===== config.mk =====
export PLATFORM = sky130hd
export DESIGN_NAME = mmu_sv32
export DESIGN_NICKNAME = d
export VERILOG_FILES = /design/src/common/sv32_pkg.sv /design/src/common/mmu_bus_pkg.sv /design/src/logic/dtlb.sv /design/src/logic/lsu_translate.sv /design/src/logic/mmu_sv32.sv /design/src/ptw/ptw.sv
export VERILOG_INCLUDE_DIRS = /design/src /design/src/common
export SDC_FILE = /design/constraint.sdc
export NUM_CORES = 1
export LEC_CHECK = 0
export ABC_AREA = 1
export ABC_CLOCK_PERIOD_IN_PS = 4000
export BUFFER_PORTS_ARGS = -buffer_cell sky130_fd_sc_hd__buf_2
export CORE_MARGIN = 2
export CORE_UTILIZATION = 50
export DETAILED_ROUTE_END_ITERATION = 16
export GPL_TIMING_DRIVEN = 0
export HOLD_SLACK_MARGIN = 0.05
export PLACE_DENSITY = 0.76
export SETUP_SLACK_MARGIN = 0.02
export SYNTH_ARGS = -nofsm -noshare
export SYNTH_HDL_FRONTEND = slang
export SYNTH_SLANG_ARGS = --single-unit

===== constraint.sdc =====
create_clock -name clk_i -period 4 [get_ports clk_i]
set_clock_uncertainty 0.15 [all_clocks]
set_input_delay 0.8 -clock clk_i [delete_from_list [all_inputs] [get_ports clk_i]]
set_output_delay 0.8 -clock clk_i [all_outputs]
set_load 0.1 [all_outputs]

===== src/common/mmu_consts.svh =====
`ifndef MMU_CONSTS_SVH
`define MMU_CONSTS_SVH

// address and page number widths for Sv32
`define MMU_VLEN          32
`define MMU_PLEN          34
`define MMU_PPNW          22
`define MMU_PAGE_OFFSET_W 12

// vpn split: two 10-bit levels above the page offset
`define MMU_VPN_W         10
`define MMU_VPN0_LSB      12
`define MMU_VPN1_LSB      22

// data tlb depth
`define MMU_DTLB_ENTRIES  4

// mcause codes raised by the mmu
`define MMU_CAUSE_LD_ACCESS 5
`define MMU_CAUSE_ST_ACCESS 7
`define MMU_CAUSE_LD_PAGE   13
`define MMU_CAUSE_ST_PAGE   15

`endif


===== src/common/sv32_pkg.sv =====
`include "mmu_consts.svh"

package sv32_pkg;

    // ----------------------------------------------
    // addresses and page numbers
    // ----------------------------------------------
    typedef logic [`MMU_VLEN-1:0] vaddr_t;
    typedef logic [`MMU_PLEN-1:0] paddr_t;
    typedef logic [`MMU_PPNW-1:0] ppn_t;
    typedef logic [`MMU_VLEN-`MMU_PAGE_OFFSET_W-1:0] vpn_t;

    // sv32 page table entry, msb first
    typedef struct packed {
        ppn_t       ppn;
        logic [1:0] rsw;
        logic       d;
        logic       a;
        logic       g;
        logic       u;
        logic       x;
        logic       w;
        logic       r;
        logic       v;
    } pte_t;

    // only U and S modes reach the data mmu
    typedef enum logic {
        PRIV_LVL_U = 1'b0,
        PRIV_LVL_S = 1'b1
    } priv_lvl_t;

    typedef enum logic [4:0] {
        EXC_LD_ACCESS = 5'd`MMU_CAUSE_LD_ACCESS,
        EXC_ST_ACCESS = 5'd`MMU_CAUSE_ST_ACCESS,
        EXC_LD_PAGE   = 5'd`MMU_CAUSE_LD_PAGE,
        EXC_ST_PAGE   = 5'd`MMU_CAUSE_ST_PAGE
    } exc_cause_t;

    // tval is always the faulting virtual address
    typedef struct packed {
        exc_cause_t cause;
        vaddr_t     tval;
        logic       valid;
    } exception_t;

endpackage


===== src/common/mmu_bus_pkg.sv =====
`include "mmu_consts.svh"

package mmu_bus_pkg;

    // ----------------------------------------------
    // load/store unit side
    // ----------------------------------------------
    typedef struct packed {
        logic            valid;
        sv32_pkg::vaddr_t vaddr;
        logic            is_store;
    } lsu_req_t;

    typedef struct packed {
        logic                valid;
        sv32_pkg::paddr_t    paddr;
        sv32_pkg::exception_t exception;
    } lsu_rsp_t;

    // csr state seen by the mmu
    typedef struct packed {
        logic                en_translation;
        sv32_pkg::priv_lvl_t priv;
        logic                sum;
        sv32_pkg::ppn_t      satp_ppn;
    } csr_ctrl_t;

    // refill from the walker into the tlb
    typedef struct packed {
        logic           valid;
        logic           is_4m;
        sv32_pkg::vpn_t vpn;
        sv32_pkg::pte_t pte;
    } tlb_update_t;

    // ----------------------------------------------
    // apb master port, read only
    // ----------------------------------------------
    typedef struct packed {
        logic             psel;
        logic             penable;
        sv32_pkg::paddr_t paddr;
    } apb_req_t;

    typedef struct packed {
        logic        pready;
        logic        pslverr;
        logic [31:0] prdata;
    } apb_rsp_t;

    typedef enum logic [2:0] {
        PTW_IDLE,
        PTW_L1_REQ,
        PTW_L1_WAIT,
        PTW_L0_REQ,
        PTW_L0_WAIT
    } ptw_state_t;

endpackage


===== src/logic/dtlb.sv =====
`timescale 1ns/100ps
`include "mmu_consts.svh"

module dtlb #(
    parameter int unsigned ENTRIES = `MMU_DTLB_ENTRIES
) (
    input  logic                     clk_i,
    input  logic                     rst_ni,
    input  logic                     flush_i,
    input  sv32_pkg::vpn_t           lookup_vpn_i,
    output logic                     hit_o,
    output sv32_pkg::pte_t           pte_o,
    output logic                     is_4m_o,
    input  mmu_bus_pkg::tlb_update_t update_i
);
    import sv32_pkg::*;
    import mmu_bus_pkg::*;

    localparam int unsigned IDX_W = (ENTRIES > 1) ? $clog2(ENTRIES) : 1;

    logic [ENTRIES-1:0] valid_q;
    logic [ENTRIES-1:0] is_4m_q;
    vpn_t               tag_q [ENTRIES];
    pte_t               pte_q [ENTRIES];
    logic [IDX_W-1:0]   repl_ptr_q;
    logic [ENTRIES-1:0] match;

    // ----------------------------------------------
    // lookup
    // ----------------------------------------------
    // megapages only compare vpn[1]
    always_comb begin
        hit_o   = 1'b0;
        pte_o   = '0;
        is_4m_o = 1'b0;
        for (int i = 0; i < ENTRIES; i++) begin
            match[i] = valid_q[i]
                && (tag_q[i][`MMU_VPN_W +: `MMU_VPN_W] == lookup_vpn_i[`MMU_VPN_W +: `MMU_VPN_W])
                && (is_4m_q[i]
                    || (tag_q[i][`MMU_VPN_W-1:0] == lookup_vpn_i[`MMU_VPN_W-1:0]));
            // matches are one-hot, so an or-mux is enough
            if (match[i]) begin
                hit_o   = 1'b1;
                pte_o   = pte_o | pte_q[i];
                is_4m_o = is_4m_o | is_4m_q[i];
            end
        end
    end

    // ----------------------------------------------
    // valid bits and replacement pointer
    // ----------------------------------------------
    always_ff @(posedge clk_i or negedge rst_ni) begin
        if (!rst_ni) begin
            valid_q    <= '0;
            repl_ptr_q <= '0;
        end else if (flush_i) begin
            // whole-tlb flush wins over a refill
            valid_q <= '0;
        end else if (update_i.valid) begin
            valid_q[repl_ptr_q] <= 1'b1;
            // round robin over all slots
            if (repl_ptr_q == IDX_W'(ENTRIES - 1)) begin
                repl_ptr_q <= '0;
            end else begin
                repl_ptr_q <= repl_ptr_q + 1'b1;
            end
        end
    end

    // entry payload
    always_ff @(posedge clk_i) begin
        if (update_i.valid && !flush_i) begin
            tag_q[repl_ptr_q]   <= update_i.vpn;
            pte_q[repl_ptr_q]   <= update_i.pte;
            is_4m_q[repl_ptr_q] <= update_i.is_4m;
        end
    end

    // refill only follows a miss, so no page is ever cached twice
    assert property (@(posedge clk_i) disable iff (!rst_ni) $onehot0(match))
        else $error("dtlb: more than one entry hits");

endmodule


===== src/logic/lsu_translate.sv =====
`timescale 1ns/100ps
`include "mmu_consts.svh"

module lsu_translate (
    input  logic                       clk_i,
    input  logic                       rst_ni,
    input  mmu_bus_pkg::csr_ctrl_t     csr_i,
    input  mmu_bus_pkg::lsu_req_t      lsu_req_i,
    output logic                       lsu_ready_o,
    output mmu_bus_pkg::lsu_rsp_t      lsu_rsp_o,
    output sv32_pkg::vpn_t             lookup_vpn_o,
    input  logic                       tlb_hit_i,
    input  sv32_pkg::pte_t             tlb_pte_i,
    input  logic                       tlb_is_4m_i,
    output logic                       walk_req_o,
    output sv32_pkg::vpn_t             walk_vpn_o,
    output logic                       walk_is_store_o,
    input  logic                       walk_done_i,
    input  sv32_pkg::exc_cause_t       walk_fault_i,
    input  logic                       walk_fault_valid_i
);
    import sv32_pkg::*;
    import mmu_bus_pkg::*;

    logic   req_valid_q;
    vaddr_t vaddr_q;
    logic   is_store_q;
    logic   perm_err;
    logic   walk_fault;
    logic   rsp_fire;

    // ----------------------------------------------
    // request stage
    // ----------------------------------------------
    // accept when empty or when the held request leaves this cycle
    assign lsu_ready_o = !req_valid_q || rsp_fire;

    always_ff @(posedge clk_i or negedge rst_ni) begin
        if (!rst_ni) begin
            req_valid_q <= 1'b0;
        end else if (lsu_ready_o) begin
            req_valid_q <= lsu_req_i.valid;
        end
    end

    always_ff @(posedge clk_i) begin
        if (lsu_ready_o && lsu_req_i.valid) begin
            vaddr_q    <= lsu_req_i.vaddr;
            is_store_q <= lsu_req_i.is_store;
        end
    end

    // tlb lookup and walk request from the held address
    assign lookup_vpn_o    = vaddr_q[`MMU_VLEN-1:`MMU_PAGE_OFFSET_W];
    assign walk_vpn_o      = vaddr_q[`MMU_VLEN-1:`MMU_PAGE_OFFSET_W];
    assign walk_is_store_o = is_store_q;
    assign walk_req_o      = req_valid_q && csr_i.en_translation && !tlb_hit_i;

    // ----------------------------------------------
    // permission checks on a hit
    // ----------------------------------------------
    always_comb begin
        perm_err = 1'b0;
        // user page rules, sum lets S touch U pages
        if (csr_i.priv == PRIV_LVL_U && !tlb_pte_i.u) perm_err = 1'b1;
        if (csr_i.priv == PRIV_LVL_S && tlb_pte_i.u && !csr_i.sum) perm_err = 1'b1;
        // no hardware a/d update, missing bits fault
        if (!tlb_pte_i.a) perm_err = 1'b1;
        if (is_store_q && (!tlb_pte_i.w || !tlb_pte_i.d)) perm_err = 1'b1;
        if (!is_store_q && !tlb_pte_i.r) perm_err = 1'b1;
    end

    assign walk_fault = walk_done_i && walk_fault_valid_i;
    assign rsp_fire   = req_valid_q && (!csr_i.en_translation || tlb_hit_i || walk_fault);

    // ----------------------------------------------
    // response
    // ----------------------------------------------
    always_comb begin
        lsu_rsp_o.valid     = rsp_fire;
        lsu_rsp_o.paddr     = {{(`MMU_PLEN-`MMU_VLEN){1'b0}}, vaddr_q};
        lsu_rsp_o.exception = '{cause: EXC_LD_PAGE, tval: vaddr_q, valid: 1'b0};
        if (csr_i.en_translation) begin
            // 4k page: ppn then offset
            lsu_rsp_o.paddr = {tlb_pte_i.ppn, vaddr_q[`MMU_PAGE_OFFSET_W-1:0]};
            // megapage: vpn[0] stands in for ppn[0]
            if (tlb_is_4m_i) begin
                lsu_rsp_o.paddr[`MMU_VPN1_LSB-1:`MMU_VPN0_LSB] =
                    vaddr_q[`MMU_VPN1_LSB-1:`MMU_VPN0_LSB];
            end
            if (walk_fault) begin
                lsu_rsp_o.exception.cause = walk_fault_i;
                lsu_rsp_o.exception.valid = req_valid_q;
            end else if (tlb_hit_i && perm_err) begin
                lsu_rsp_o.exception.cause = is_store_q ? EXC_ST_PAGE : EXC_LD_PAGE;
                lsu_rsp_o.exception.valid = req_valid_q;
            end
        end
    end

    // a walk result only comes back while the missing request is still held
    assert property (@(posedge clk_i) disable iff (!rst_ni)
        walk_done_i |-> walk_req_o)
        else $error("lsu_translate: walk result with no walk requested");

endmodule


===== src/logic/mmu_sv32.sv =====
`timescale 1ns/100ps
`include "mmu_consts.svh"

module mmu_sv32 (
    input  logic                   clk_i,
    input  logic                   rst_ni,
    input  logic                   flush_i,
    input  mmu_bus_pkg::csr_ctrl_t csr_i,
    input  mmu_bus_pkg::lsu_req_t  lsu_req_i,
    output logic                   lsu_ready_o,
    output mmu_bus_pkg::lsu_rsp_t  lsu_rsp_o,
    output mmu_bus_pkg::apb_req_t  apb_req_o,
    input  mmu_bus_pkg::apb_rsp_t  apb_rsp_i
);
    import sv32_pkg::*;
    import mmu_bus_pkg::*;

    // stage <-> tlb
    vpn_t        lookup_vpn;
    logic        tlb_hit;
    pte_t        tlb_pte;
    logic        tlb_is_4m;
    // stage <-> walker
    logic        walk_req;
    vpn_t        walk_vpn;
    logic        walk_is_store;
    logic        walk_done;
    exc_cause_t  walk_fault;
    logic        walk_fault_valid;
    // walker -> tlb refill
    tlb_update_t tlb_update;

    lsu_translate u_lsu_translate (
        .clk_i              (clk_i),
        .rst_ni             (rst_ni),
        .csr_i              (csr_i),
        .lsu_req_i          (lsu_req_i),
        .lsu_ready_o        (lsu_ready_o),
        .lsu_rsp_o          (lsu_rsp_o),
        .lookup_vpn_o       (lookup_vpn),
        .tlb_hit_i          (tlb_hit),
        .tlb_pte_i          (tlb_pte),
        .tlb_is_4m_i        (tlb_is_4m),
        .walk_req_o         (walk_req),
        .walk_vpn_o         (walk_vpn),
        .walk_is_store_o    (walk_is_store),
        .walk_done_i        (walk_done),
        .walk_fault_i       (walk_fault),
        .walk_fault_valid_i (walk_fault_valid)
    );

    dtlb #(
        .ENTRIES (`MMU_DTLB_ENTRIES)
    ) u_dtlb (
        .clk_i        (clk_i),
        .rst_ni       (rst_ni),
        .flush_i      (flush_i),
        .lookup_vpn_i (lookup_vpn),
        .hit_o        (tlb_hit),
        .pte_o        (tlb_pte),
        .is_4m_o      (tlb_is_4m),
        .update_i     (tlb_update)
    );

    ptw u_ptw (
        .clk_i              (clk_i),
        .rst_ni             (rst_ni),
        .satp_ppn_i         (csr_i.satp_ppn),
        .walk_req_i         (walk_req),
        .walk_vpn_i         (walk_vpn),
        .walk_done_o        (walk_done),
        .walk_fault_o       (walk_fault),
        .walk_fault_valid_o (walk_fault_valid),
        .is_store_i         (walk_is_store),
        .update_o           (tlb_update),
        .apb_req_o          (apb_req_o),
        .apb_rsp_i          (apb_rsp_i)
    );

endmodule


===== src/ptw/ptw.sv =====
`timescale 1ns/100ps
`include "mmu_consts.svh"

module ptw (
    input  logic                     clk_i,
    input  logic                     rst_ni,
    input  sv32_pkg::ppn_t           satp_ppn_i,
    input  logic                     walk_req_i,
    input  sv32_pkg::vpn_t           walk_vpn_i,
    output logic                     walk_done_o,
    output sv32_pkg::exc_cause_t     walk_fault_o,
    output logic                     walk_fault_valid_o,
    input  logic                     is_store_i,
    output mmu_bus_pkg::tlb_update_t update_o,
    output mmu_bus_pkg::apb_req_t    apb_req_o,
    input  mmu_bus_pkg::apb_rsp_t    apb_rsp_i
);
    import sv32_pkg::*;
    import mmu_bus_pkg::*;

    ptw_state_t state_q;
    ptw_state_t state_d;
    paddr_t     paddr_q;
    paddr_t     paddr_d;
    pte_t       pte;
    logic       done;
    logic       page_fault;
    logic       access_fault;
    logic       pte_bad;
    logic       pte_leaf;

    assign pte      = pte_t'(apb_rsp_i.prdata);
    // invalid, or write without read (reserved encoding)
    assign pte_bad  = !pte.v || (pte.w && !pte.r);
    assign pte_leaf = pte.r || pte.x;

    // ----------------------------------------------
    // walk fsm
    // ----------------------------------------------
    always_comb begin
        state_d      = state_q;
        paddr_d      = paddr_q;
        done         = 1'b0;
        page_fault   = 1'b0;
        access_fault = 1'b0;
        case (state_q)
            PTW_IDLE: begin
                // level 1 pte at satp.ppn * 4k + vpn[1] * 4
                if (walk_req_i) begin
                    paddr_d = {satp_ppn_i, walk_vpn_i[`MMU_VPN_W +: `MMU_VPN_W], 2'b00};
                    state_d = PTW_L1_REQ;
                end
            end
            PTW_L1_REQ: state_d = PTW_L1_WAIT;
            PTW_L1_WAIT: begin
                if (apb_rsp_i.pready) begin
                    done = 1'b1;
                    if (apb_rsp_i.pslverr) begin
                        access_fault = 1'b1;
                    end else if (pte_bad) begin
                        page_fault = 1'b1;
                    end else if (pte_leaf) begin
                        // megapage must be aligned to 4M
                        page_fault = (pte.ppn[`MMU_VPN_W-1:0] != '0);
                    end else begin
                        // pointer to the next level
                        done    = 1'b0;
                        paddr_d = {pte.ppn, walk_vpn_i[`MMU_VPN_W-1:0], 2'b00};
                        state_d = PTW_L0_REQ;
                    end
                    if (done) begin
                        state_d = PTW_IDLE;
                    end
                end
            end
            PTW_L0_REQ: state_d = PTW_L0_WAIT;
            PTW_L0_WAIT: begin
                if (apb_rsp_i.pready) begin
                    done    = 1'b1;
                    state_d = PTW_IDLE;
                    if (apb_rsp_i.pslverr) begin
                        access_fault = 1'b1;
                    end else begin
                        // no further level after 0
                        page_fault = pte_bad || !pte_leaf;
                    end
                end
            end
            default: state_d = PTW_IDLE;
        endcase
    end

    always_ff @(posedge clk_i or negedge rst_ni) begin
        if (!rst_ni) begin
            state_q <= PTW_IDLE;
        end else begin
            state_q <= state_d;
        end
    end

    always_ff @(posedge clk_i) begin
        paddr_q <= paddr_d;
    end

    // ----------------------------------------------
    // outputs
    // ----------------------------------------------
    // setup in *_REQ, access in *_WAIT
    assign apb_req_o.psel    = (state_q != PTW_IDLE);
    assign apb_req_o.penable = (state_q == PTW_L1_WAIT) || (state_q == PTW_L0_WAIT);
    assign apb_req_o.paddr   = paddr_q;

    assign walk_done_o        = done;
    assign walk_fault_valid_o = page_fault || access_fault;
    assign walk_fault_o       = access_fault ? (is_store_i ? EXC_ST_ACCESS : EXC_LD_ACCESS)
                                             : (is_store_i ? EXC_ST_PAGE : EXC_LD_PAGE);

    // leaf goes into the tlb as read, stage checks the flags
    assign update_o.valid = done && !page_fault && !access_fault;
    assign update_o.is_4m = (state_q == PTW_L1_WAIT);
    assign update_o.vpn   = walk_vpn_i;
    assign update_o.pte   = pte;

    // apb rule: request held until the slave answers
    assert property (@(posedge clk_i) disable iff (!rst_ni)
        apb_req_o.penable && !apb_rsp_i.pready |=> $stable(apb_req_o))
        else $error("ptw: apb request changed during access phase");

endmodule


==> results.yml, run 1 <==
run_status:
  status: "finished, final reports clean"
cts:
  clk_pin_slew_ps: 60
  numCtsBuffers: 28
  cts_tree: "done"
  clk_latency_ps: 540
  cts_sinks: 267
  cts-root-buf: "clkbuf_16"
  clock_path_buffers: 3
  htreeDepth: 1
placement:
  place_inst: 1462
  hpwlAfterDp_mm: 19.2
  port_buffers: 197
  place_congestion: 0.873
  pre_cts_slack_ps: 146
  place_area_um2: 13100
grt:
  antenna_found_initial: 1
  grt_pass1_wl_mm: 43.1
  overflow: 0
  grt_use_total: 0.235
  grt_max_degree: 34
  grt_pass1_vias: 7979
drt:
  drt-wirelength-per-cell_um: 18.7
  drt_iter0_drc: 719
  drc_errors: 0
  vias_per_cell: 5.28
  routed_wl_mm: 29.5
  via_count: 8309
  ant_nets: 0
  dr.pass1.iters: 5
logic_synthesis:
  synth_area_leaders: "edfxtp_1 67%, nand2_1 8.8%, buf_4 2.8%"
  synth-edff-count: 257
  avgSynthCellArea_um2: 11.8
  synth.cell_area_um2: 11400
  ys_types: 38
  ys.flop_type: "edfxtp_1"
  ys_seq_elements: 267
  yosysMostFrequentCell: "nand2_1"
  async_reset_ff_frac: 0.0375
  yosysWarnings: 0
  synth_top_area_cell: "edfxtp_1"
  postSynthCellCount: 970
  synth_top_area_frac: 0.674
  yosysSeqAreaShare: 0.696
  synth_common_cells: "268 x nand2_1, 257 x edfxtp_1, 73 x nor2_1, 72 x inv_1, 53 x nand3_1"
worst_setup_path:
  worst_ep_arrival_time_ps: 3010
  cp.required_ps: 3050
  critPathMaxFanout: 8
  rr_worst_depth: 10
  reg2reg_from: "u_ptw.state_q[0]$_DFFE_PN0P_"
  reg2reg_to: "u_dtlb.tag_q[1][4]$_DFFE_PP_"
  critPathLaunchType: "flip-flop"
  endpoint_kind: "output pin"
  path_class: "reg2out"
  reg2reg_slack_ps: 350
layout:
  nNetsFinal: 1366
  syn_to_final_growth_pct: 29.9
  design_area_um2: 14900
  drive_gt1_frac: 0.358
  fin_cells: 1573
sta:
  finalSetupViolCount: 0
  final_hold_viol_count: 0
  fmaxAchievable_mhz: 253
  finalSetupTns_ps: 0
  finalCritPeriodShare: 0.989
  maxSlewViolCount: 0
  grt_setup_unrepaired: "true"
  worst_slack_ps: 42.8
  fin_crit_ps: 3960
  slew-limit-headroom: 0.434
  tightest_slew_ps: 849
floorplan:
  core-area_um2: 22600
  initial_core_util: 0.507
  row_count: 55
  die_w_um: 155
  io_pins: 206
  die_y_um: 155
  die-area_um2: 24100
min_path:
  whs_path_depth: 1
  min_to: "u_lsu_translate.walk_is_store_o$_DFFE_PP_"
  hp-class: "in2reg"
  hp-start: "lsu_req_i[0]"
power_and_ir_drop:
  power.density_nw_per_um2: 614
  p_leak_nw: 6.12
  ir_drop_mv: 0.552
flow_run:
  cap_viol_max_count: 0
registers in the layout, summed over array words and instances, names as in the netlist:
signal,flops
u_ptw.state_q,3
u_ptw.paddr_q,32
u_dtlb.tag_q,80
u_dtlb.valid_q,4
u_dtlb.is_4m_q,4
u_dtlb.repl_ptr_q,2
u_lsu_translate.req_valid_q,1
u_dtlb.pte_q,108
u_lsu_translate.walk_is_store_o,1
u_lsu_translate.vaddr_q,32
critical path, cell delays in order (launching register included):
cell and delay [ps]:
edfxtp_1 510, buf_4 190, nand2_2 60, nand2_1 40, nor2_1 100, nand2_1 90
nor3_4 270, buf_6 200, nand3_2 80, nand2_2 90, nor2_4 50, nor2_2 120
nor2_1 70, nand3_2 90, nand2_4 70, a21oi_4 240, buf_12 210
cell type report:
cell class | count | area (um^2)
Sequential cell | 267 | 7970
Multi-Input combinational cell | 553 | 2960
Clock inverter | 13 | 149
Clock buffer | 38 | 769
Fill cell | 1611 | 7710
Tap cell | 285 | 357
Timing Repair Buffer | 262 | 1810
Antenna cell | 1 | 2.50
Buffer | 68 | 508
Inverter | 86 | 339
repair_timing:
item	in CTS	in global routing
hold buffers	1	0
buffers inserted	26	32
pin swaps	3	28
gates resized for setup	48	70
hold endpoints to repair	10	0
cloned	0	1
setup endpoints to repair	25	26
metal layers:
layer / wire length, um / GRT usage / vias to the layer above
met5: 0 / 0 / -
met4: 757 / 0.0786 / 0
met3: 2960 / 0.0616 / 54
met2: 14400 / 0.391 / 431
met1: 11300 / 0.304 / 3953
li1: - / - / 3871
kinds of logic after synthesis:
logic type                 count (synthesis)  share of synthesized area
and+or+nand+nor                          413                      0.148
xor gates and xnor gates                  31                     0.0237
buffers and inverters                    154                     0.0685
DFF                                      267                      0.696
adders and majority gates                  4                    0.00437
AOI/OAI and AO/OA                         99                     0.0582
other                                      2                   0.000656
through the flow:
stage	power [W]	util	hold slack, ps
after floorplan	0.00586	-	349
after global placement	0.00637	0.570	378
after global routing	0.00940	0.658	273
final	0.00913	0.658	290
after CTS	0.00908	0.636	275
after detailed placement	0.00646	0.579	379
where the power goes:
| group | total (W) | internal [W] | switching [W] |
|---|---|---|---|
| Combinational | 0.00297 | 0.000506 | 0.00246 |
| Sequential | 0.00357 | 0.00346 | 0.000112 |
| Clock | 0.00259 | 0.00154 | 0.00105 |
| Total | 0.00913 | 0.00551 | 0.00362 |
worst max-delay path by stage:
stage | cells after the start | to | startpoint | slack, ps
after detailed placement | 9 | u_dtlb.tag_q[1][4]$_DFFE_PP_ | apb_rsp_i[17] | 150
final | 16 | lsu_rsp_o[0] | u_lsu_translate.vaddr_q[24]$_DFFE_PP_ | 40
after floorplan | 11 | u_dtlb.is_4m_q[0]$_DFFE_PP_ | u_ptw.state_q[0]$_DFFE_PN0P_ | -630
after global routing | 16 | lsu_rsp_o[0] | u_lsu_translate.vaddr_q[24]$_DFFE_PP_ | -60
after CTS | 14 | lsu_rsp_o[65] | u_lsu_translate.vaddr_q[14]$_DFFE_PP_ | 10
after global placement | 8 | u_dtlb.tag_q[1][5]$_DFFE_PP_ | apb_rsp_i[17] | -2520
layout by cell type (no fill, tap or decap), types with 3 or more instances in the layout:
cell / Yosys / final
nand2_1: 268 / 259
edfxtp_1: 257 / 257
buf_2: 14 / 178
buf_4: 42 / 104
inv_1: 72 / 71
nor2_1: 73 / 60
nand3_1: 53 / 47
clkbuf_16: 0 / 29
o21ai_0: 27 / 27
a21oi_2: 5 / 21
xnor2_1: 21 / 20
buf_6: 4 / 18
clkbuf_1: 7 / 15
buf_12: 0 / 13
nand2_2: 6 / 12
xor2_1: 10 / 10
dfrtp_1: 10 / 10
nor2_2: 2 / 9
inv_2: 14 / 9
a211oi_1: 10 / 9
nor2_4: 2 / 8
clkinv_2: 0 / 8
nand3_2: 0 / 6
o22ai_1: 6 / 6
a22o_2: 6 / 6
a32o_1: 6 / 6
inv_4: 0 / 5
conb_1: 2 / 5
o21ai_1: 4 / 4
clkbuf_4: 0 / 4
nand2_4: 0 / 4
a22o_1: 4 / 4
a32o_2: 4 / 4
ha_1: 4 / 4
a31oi_1: 3 / 3
a21oi_1: 21 / 3
nor3_4: 2 / 3
bufinv_16: 0 / 3
buf_16: 0 / 3
No activity file was read; power rests on OpenSTA's default activity.
==> run 2: changes to the inputs <==
ABC_AREA = default   (was 1)
==> results.yml, run 2 <==
sta:
  fin_crit_ps: 4140
  finalCritPeriodShare: 1.03
  finalSetupViolCount: 16
  final_hold_viol_count: 0
  fmaxAchievable_mhz: 242
  grt_setup_unrepaired: "true"
  slew-limit-headroom: 0.0140
  maxSlewViolCount: 0
  whs_ps: 282
  worst_slack_ps: -138
  tightest_slew_ps: 1480
drt:
  dr.pass1.iters: 5
  drc_errors: 0
  wl_met1_mm: 11.5
  vias_per_cell: 5.68
  via_count: 7346
  routed_wl_mm: 30.0
  routed.top_layer: "met4"
  ant_nets: 0
  drt-wirelength-per-cell_um: 23.2
  drt_iter0_drc: 725
  wl_met2_mm: 14.8
  wl_met3_mm: 2.63
placement:
  hpwlAfterDp_mm: 18.1
  pre_cts_slack_ps: -589
  place_area_um2: 12700
  place_inst: 1181
  place_congestion: 0.840
  port_buffers: 197
power_and_ir_drop:
  ir_drop_mv: 0.491
  p_seq_frac: 0.412
  combPwrFrac: 0.262
  internal-power_w: 0.00535
  p_sw_frac: 0.337
  power_frac_clock: 0.326
  power.density_nw_per_um2: 528
  p_leak_nw: 5.73
  switching_power_w: 0.00272
worst_setup_path:
  slowest_delay_ps: 480
  critPathMaxFanout: 5
  critPathLaunchType: "flip-flop"
  cp.required_ps: 3050
  reg2reg_from: "u_lsu_translate.vaddr_q[15]$_DFFE_PP_"
  endpoint_kind: "output pin"
  cpMaxStageDelayCell: "edfxtp_1"
  path_cells: "buf_6 -> xnor2_4 -> nand4_1 -> buf_4 -> nor4_1 -> a32oi_1 -> and3_1 -> nor4_4 -> a211oi_4 -> buf_12"
  path_class: "reg2out"
  crit_start: "u_lsu_translate.vaddr_q[22]$_DFFE_PP_"
  worst_ep_arrival_time_ps: 3190
layout:
  fin_cells: 1293
  largest_reg_flops: 108
  final_cell_mix: "257 x edfxtp_1, 173 x buf_2, 93 x buf_4"
  syn_to_final_growth_pct: 38.8
  nNetsFinal: 1092
  fillers: 1355
  final_common_cell: "edfxtp_1"
  largestRegisters: "u_dtlb.pte_q (108), u_dtlb.tag_q (80)"
  fin_util: 0.703
  design_area_um2: 15300
  top_register: "u_dtlb.pte_q"
  drive_gt1_frac: 0.514
cts:
  cts_tree: "done"
  cts-root-buf: "clkbuf_16"
  numCtsBuffers: 27
  htreeDepth: 1
  cts_sinks: 267
  clk_latency_ps: 540
  clk_pin_slew_ps: 60
  clock_path_buffers: 3
floorplan:
  initial_core_util: 0.506
  die_y_um: 152
  row_count: 54
  io_pins: 206
  die-area_um2: 23200
  die_w_um: 152
  core-area_um2: 21800
min_path:
  hp-class: "in2reg"
  hp-start: "lsu_req_i[0]"
logic_synthesis:
  synth_top_area_cell: "edfxtp_1"
  ys_seq_elements: 267
  synth-edff-count: 257
  yosysSeqAreaShare: 0.723
  yosysWarnings: 0
  avgSynthCellArea_um2: 15.9
  synth_area_leaders: "edfxtp_1 70%, xnor2_1 3.8%, mux2_2 3.3%"
  synth.cell_area_um2: 11000
  ys.flop_type: "edfxtp_1"
  synth_top_area_frac: 0.700
  synth_common_cells: "257 x edfxtp_1, 48 x xnor2_1, 47 x a22oi_1, 42 x buf_4"
  ys_types: 46
  async_reset_ff_frac: 0.0375
  yosysMostFrequentCell: "edfxtp_1"
  postSynthCellCount: 694
flow_run:
  cap_viol_max_count: 0
run_status:
  status: "finished, violations left"
  failed_checks: "negative setup slack"
grt:
  grt_pass1_wl_mm: 42.3
  grt_use_total: 0.237
  overflow: 0
  grt_max_degree: 35
  antenna_found_initial: 1
  grt_pass1_vias: 7233
run 2: worst max-delay path: cells and delay by family (launching register included):
| kind | cells | cell delay, ps |
|---|---|---|
| compound gates | 2 | 260 |
| simple gates | 4 | 1060 |
| flops | 1 | 480 |
| xor+xnor | 1 | 220 |
| buf+inv | 3 | 620 |
run 2: per-stage QoR:
step	setup TNS [ps]	power, W
final	-740	0.00807
after global routing	-2240	0.00827
after CTS	-298	0.00799
after detailed placement	-13710	0.00528
after global placement	-283360	0.00522
after floorplan	-413	0.00487
run 2: kinds of logic after synthesis:
kind of cell | share of synthesized area
flip-flops | 0.723
AO/OA/AOI/OAI | 0.0748
AND/OR/NAND/NOR | 0.0538
buffers and inverters | 0.0468
XOR/XNOR | 0.0636
multiplexers | 0.0327
adder cells (fa/ha/maj) | 0.00454
other | 0.000682
run 2: power groups by stage:
stage	Sequential (W)	Combinational (W)	Clock (W)
global route	0.00334	0.00218	0.00275
global placement	0.00339	0.00183	0
finish	0.00333	0.00211	0.00263
CTS	0.00333	0.00202	0.00264
floorplan	0.00396	0.000911	0
detailed placement	0.00339	0.00190	0
run 2: cell type report:
class | count | area [um^2] | area share
Buffer | 76 | 662 | 0.0433
Clock buffer | 29 | 683 | 0.0447
Sequential cell | 267 | 7970 | 0.521
Inverter | 10 | 37.5 | 0.00245
Tap cell | 280 | 350 | 0.0229
Antenna cell | 1 | 2.50 | 0.000164
Timing Repair Buffer | 268 | 1990 | 0.130
Multi-Input combinational cell | 342 | 3370 | 0.220
Clock inverter | 20 | 235 | 0.0154
run 2: final timing paths:
| check | endpoint | slack (ps) | cells after the start |
|---|---|---|---|
| worst min register to register | u_dtlb.valid_q[1]$_DFFE_PN0P_ | 370 | 1 |
| worst max register to register | u_ptw.paddr_q[30]$_DFFE_PP_ | 90 | 11 |
| min in group asynchronous | u_ptw.state_q[0]$_DFFE_PN0P_ | 520 | 2 |
| max in group asynchronous | u_dtlb.valid_q[1]$_DFFE_PN0P_ | 2980 | 2 |
| worst min-delay path | u_lsu_translate.walk_is_store_o$_DFFE_PP_ | 280 | 1 |
| worst max-delay path | lsu_rsp_o[34] | -140 | 10 |
run 2: metal layers:
layer | up-vias | global-route usage
met5 | - | 0
met4 | 0 | 0.0869
met3 | 71 | 0.0370
met2 | 472 | 0.392
met1 | 3581 | 0.322
li1 | 3222 | -
run 2: repair_timing:
item                                    4_1_cts  5_1_grt
gates resized for setup                     178      100
endpoints found under the setup margin       42       26
pin swaps                                    25       29
hold buffers                                  1        0
hold endpoints to repair                     10        0
setup buffers                                41       20
gates cloned                                  1        1
==> run 3: changes to the inputs <==
PLACE_DENSITY = 0.78   (was 0.76)
==> results.yml, run 3 (same netlist as run 2, synthesis figures left out) <==
run_status:
  status: "finished, violations left"
  failed_checks: "negative setup slack"
floorplan:
  die_w_um: 152
  initial_core_util: 0.506
  row_count: 54
  core-area_um2: 21800
  die-area_um2: 23200
  io_pins: 206
  die_y_um: 152
power_and_ir_drop:
  ir_drop_mv: 0.424
  power.density_nw_per_um2: 528
  p_leak_nw: 5.72
layout:
  final_cell_mix: "257 x edfxtp_1, 171 x buf_2, 104 x buf_4"
  top_register: "u_dtlb.pte_q"
  final_common_cell: "edfxtp_1"
  nNetsFinal: 1101
  multi_input_area_um2: 3300
  largestRegisters: "u_dtlb.pte_q (108), u_dtlb.tag_q (80)"
  register_area_um2: 7970
  fillers: 1336
  largest_reg_flops: 108
  syn_to_final_growth_pct: 39.1
  fin_util: 0.705
  drive_gt1_frac: 0.520
grt:
  grt_use_total: 0.240
  grt_max_degree: 35
  grt_pass1_wl_mm: 43.0
  antenna_found_initial: 1
  grt_pass1_vias: 7354
  overflow: 0
placement:
  place_congestion: 0.862
  port_buffers: 197
  pre_cts_slack_ps: -650
  hpwlAfterDp_mm: 17.9
sta:
  tightest_slew_ps: 1210
  finalCritPeriodShare: 1.09
  worst_slack_ps: -371
  finalSetupViolCount: 26
  finalSetupTns_ps: -5330
  fin_crit_ps: 4370
  fmaxAchievable_mhz: 229
  slew-limit-headroom: 0.191
  grt_setup_unrepaired: "true"
  final_hold_viol_count: 0
  maxSlewViolCount: 0
cts:
  clock_path_buffers: 3
  cts_sinks: 267
  htreeDepth: 1
  cts-root-buf: "clkbuf_16"
  clk_latency_ps: 560
  clk_pin_slew_ps: 60
  cts_tree: "done"
  numCtsBuffers: 28
drt:
  drt-wirelength-per-cell_um: 23.9
  ant_nets: 0
  drc_errors: 0
  routed_wl_mm: 31.2
  dr.pass1.iters: 8
  vias_per_cell: 5.88
  via_count: 7667
  drt_iter0_drc: 1000
worst_setup_path:
  worst_ep_arrival_time_ps: 3420
  critPathMaxFanout: 6
  critPathLaunchType: "flip-flop"
  cp.required_ps: 3050
  endpoint_kind: "output pin"
  path_class: "reg2out"
flow_run:
  cap_viol_max_count: 0
min_path:
  hp-class: "in2reg"
-- run 3: power by group --
group	leakage (nW)	switching, W	internal (W)
clock network	0.452	0.00109	0.00155
logic	2.80	0.00159	0.000536
registers	2.46	0.0000687	0.00325
total	5.72	0.00275	0.00534
-- run 3: layout make-up --
type	instances	area share
Antenna cell	1	0.000163
Clock buffer	34	0.0472
Multi-Input combinational cell	342	0.215
Timing Repair Buffer	277	0.133
Clock inverter	18	0.0142
Tap cell	280	0.0229
Buffer	75	0.0447
Inverter	10	0.00245
Sequential cell	267	0.520
-- run 3: final timing paths --
kind | from | endpoint | slack, ps | depth (start not counted)
hold reg to reg | u_dtlb.valid_q[1]$_DFFE_PN0P_ | u_dtlb.valid_q[1]$_DFFE_PN0P_ | 360 | 1
min in group asynchronous | rst_ni | u_lsu_translate.req_valid_q$_DFFE_PN0N_ | 500 | 2
max in group asynchronous | rst_ni | u_dtlb.valid_q[2]$_DFFE_PN0P_ | 2960 | 2
hold / removal | lsu_req_i[24] | u_lsu_translate.vaddr_q[23]$_DFFE_PP_ | 260 | 1
setup reg to reg | u_lsu_translate.vaddr_q[15]$_DFFE_PP_ | u_ptw.paddr_q[17]$_DFFE_PP_ | 370 | 10
setup / recovery | u_lsu_translate.vaddr_q[24]$_DFFE_PP_ | lsu_rsp_o[34] | -370 | 10
-- run 3: routing by layer --
metal	up-vias	GRT usage	share of wire
li1	3242	-	-
met1	3699	0.318	0.37
met2	597	0.402	0.48
met3	129	0.0427	0.10
met4	0	0.0860	0.053
met5	-	0	0
-- run 3: metrics by stage --
| step | cells | hold slack [ps] | total power [W] | area, um^2 |
|---|---|---|---|---|
| after floorplan | 697 | 303 | 0.00487 | 11100 |
| after global placement | 1174 | 313 | 0.00521 | 12500 |
| after detailed placement | 1180 | 344 | 0.00525 | 12600 |
| after CTS | 1274 | 250 | 0.00800 | 14700 |
| after global routing | 1303 | 259 | 0.00828 | 15300 |
| final | 1304 | 260 | 0.00809 | 15300 |
-- run 3: critical path, cell delays in order, from the launching register on --
cell	delay [ps]
edfxtp_1	450
buf_4	220
xnor2_1	290
nand4_1	340
nor3_4	430
a32oi_1	160
and3_1	250
nor4_4	220
buf_4	200
a211oi_4	90
buf_12	190
-- run 3: what timing repair did --
| item | 4_1_cts | 5_1_grt |
|---|---|---|
| buffers inserted | 41 | 28 |
| setup endpoints to repair | 58 | 26 |
| resized for setup | 205 | 73 |
| hold buffers | 1 | 0 |
| pin swaps | 33 | 27 |
| gates cloned | 2 | 2 |
| hold endpoints to repair | 10 | 0 |
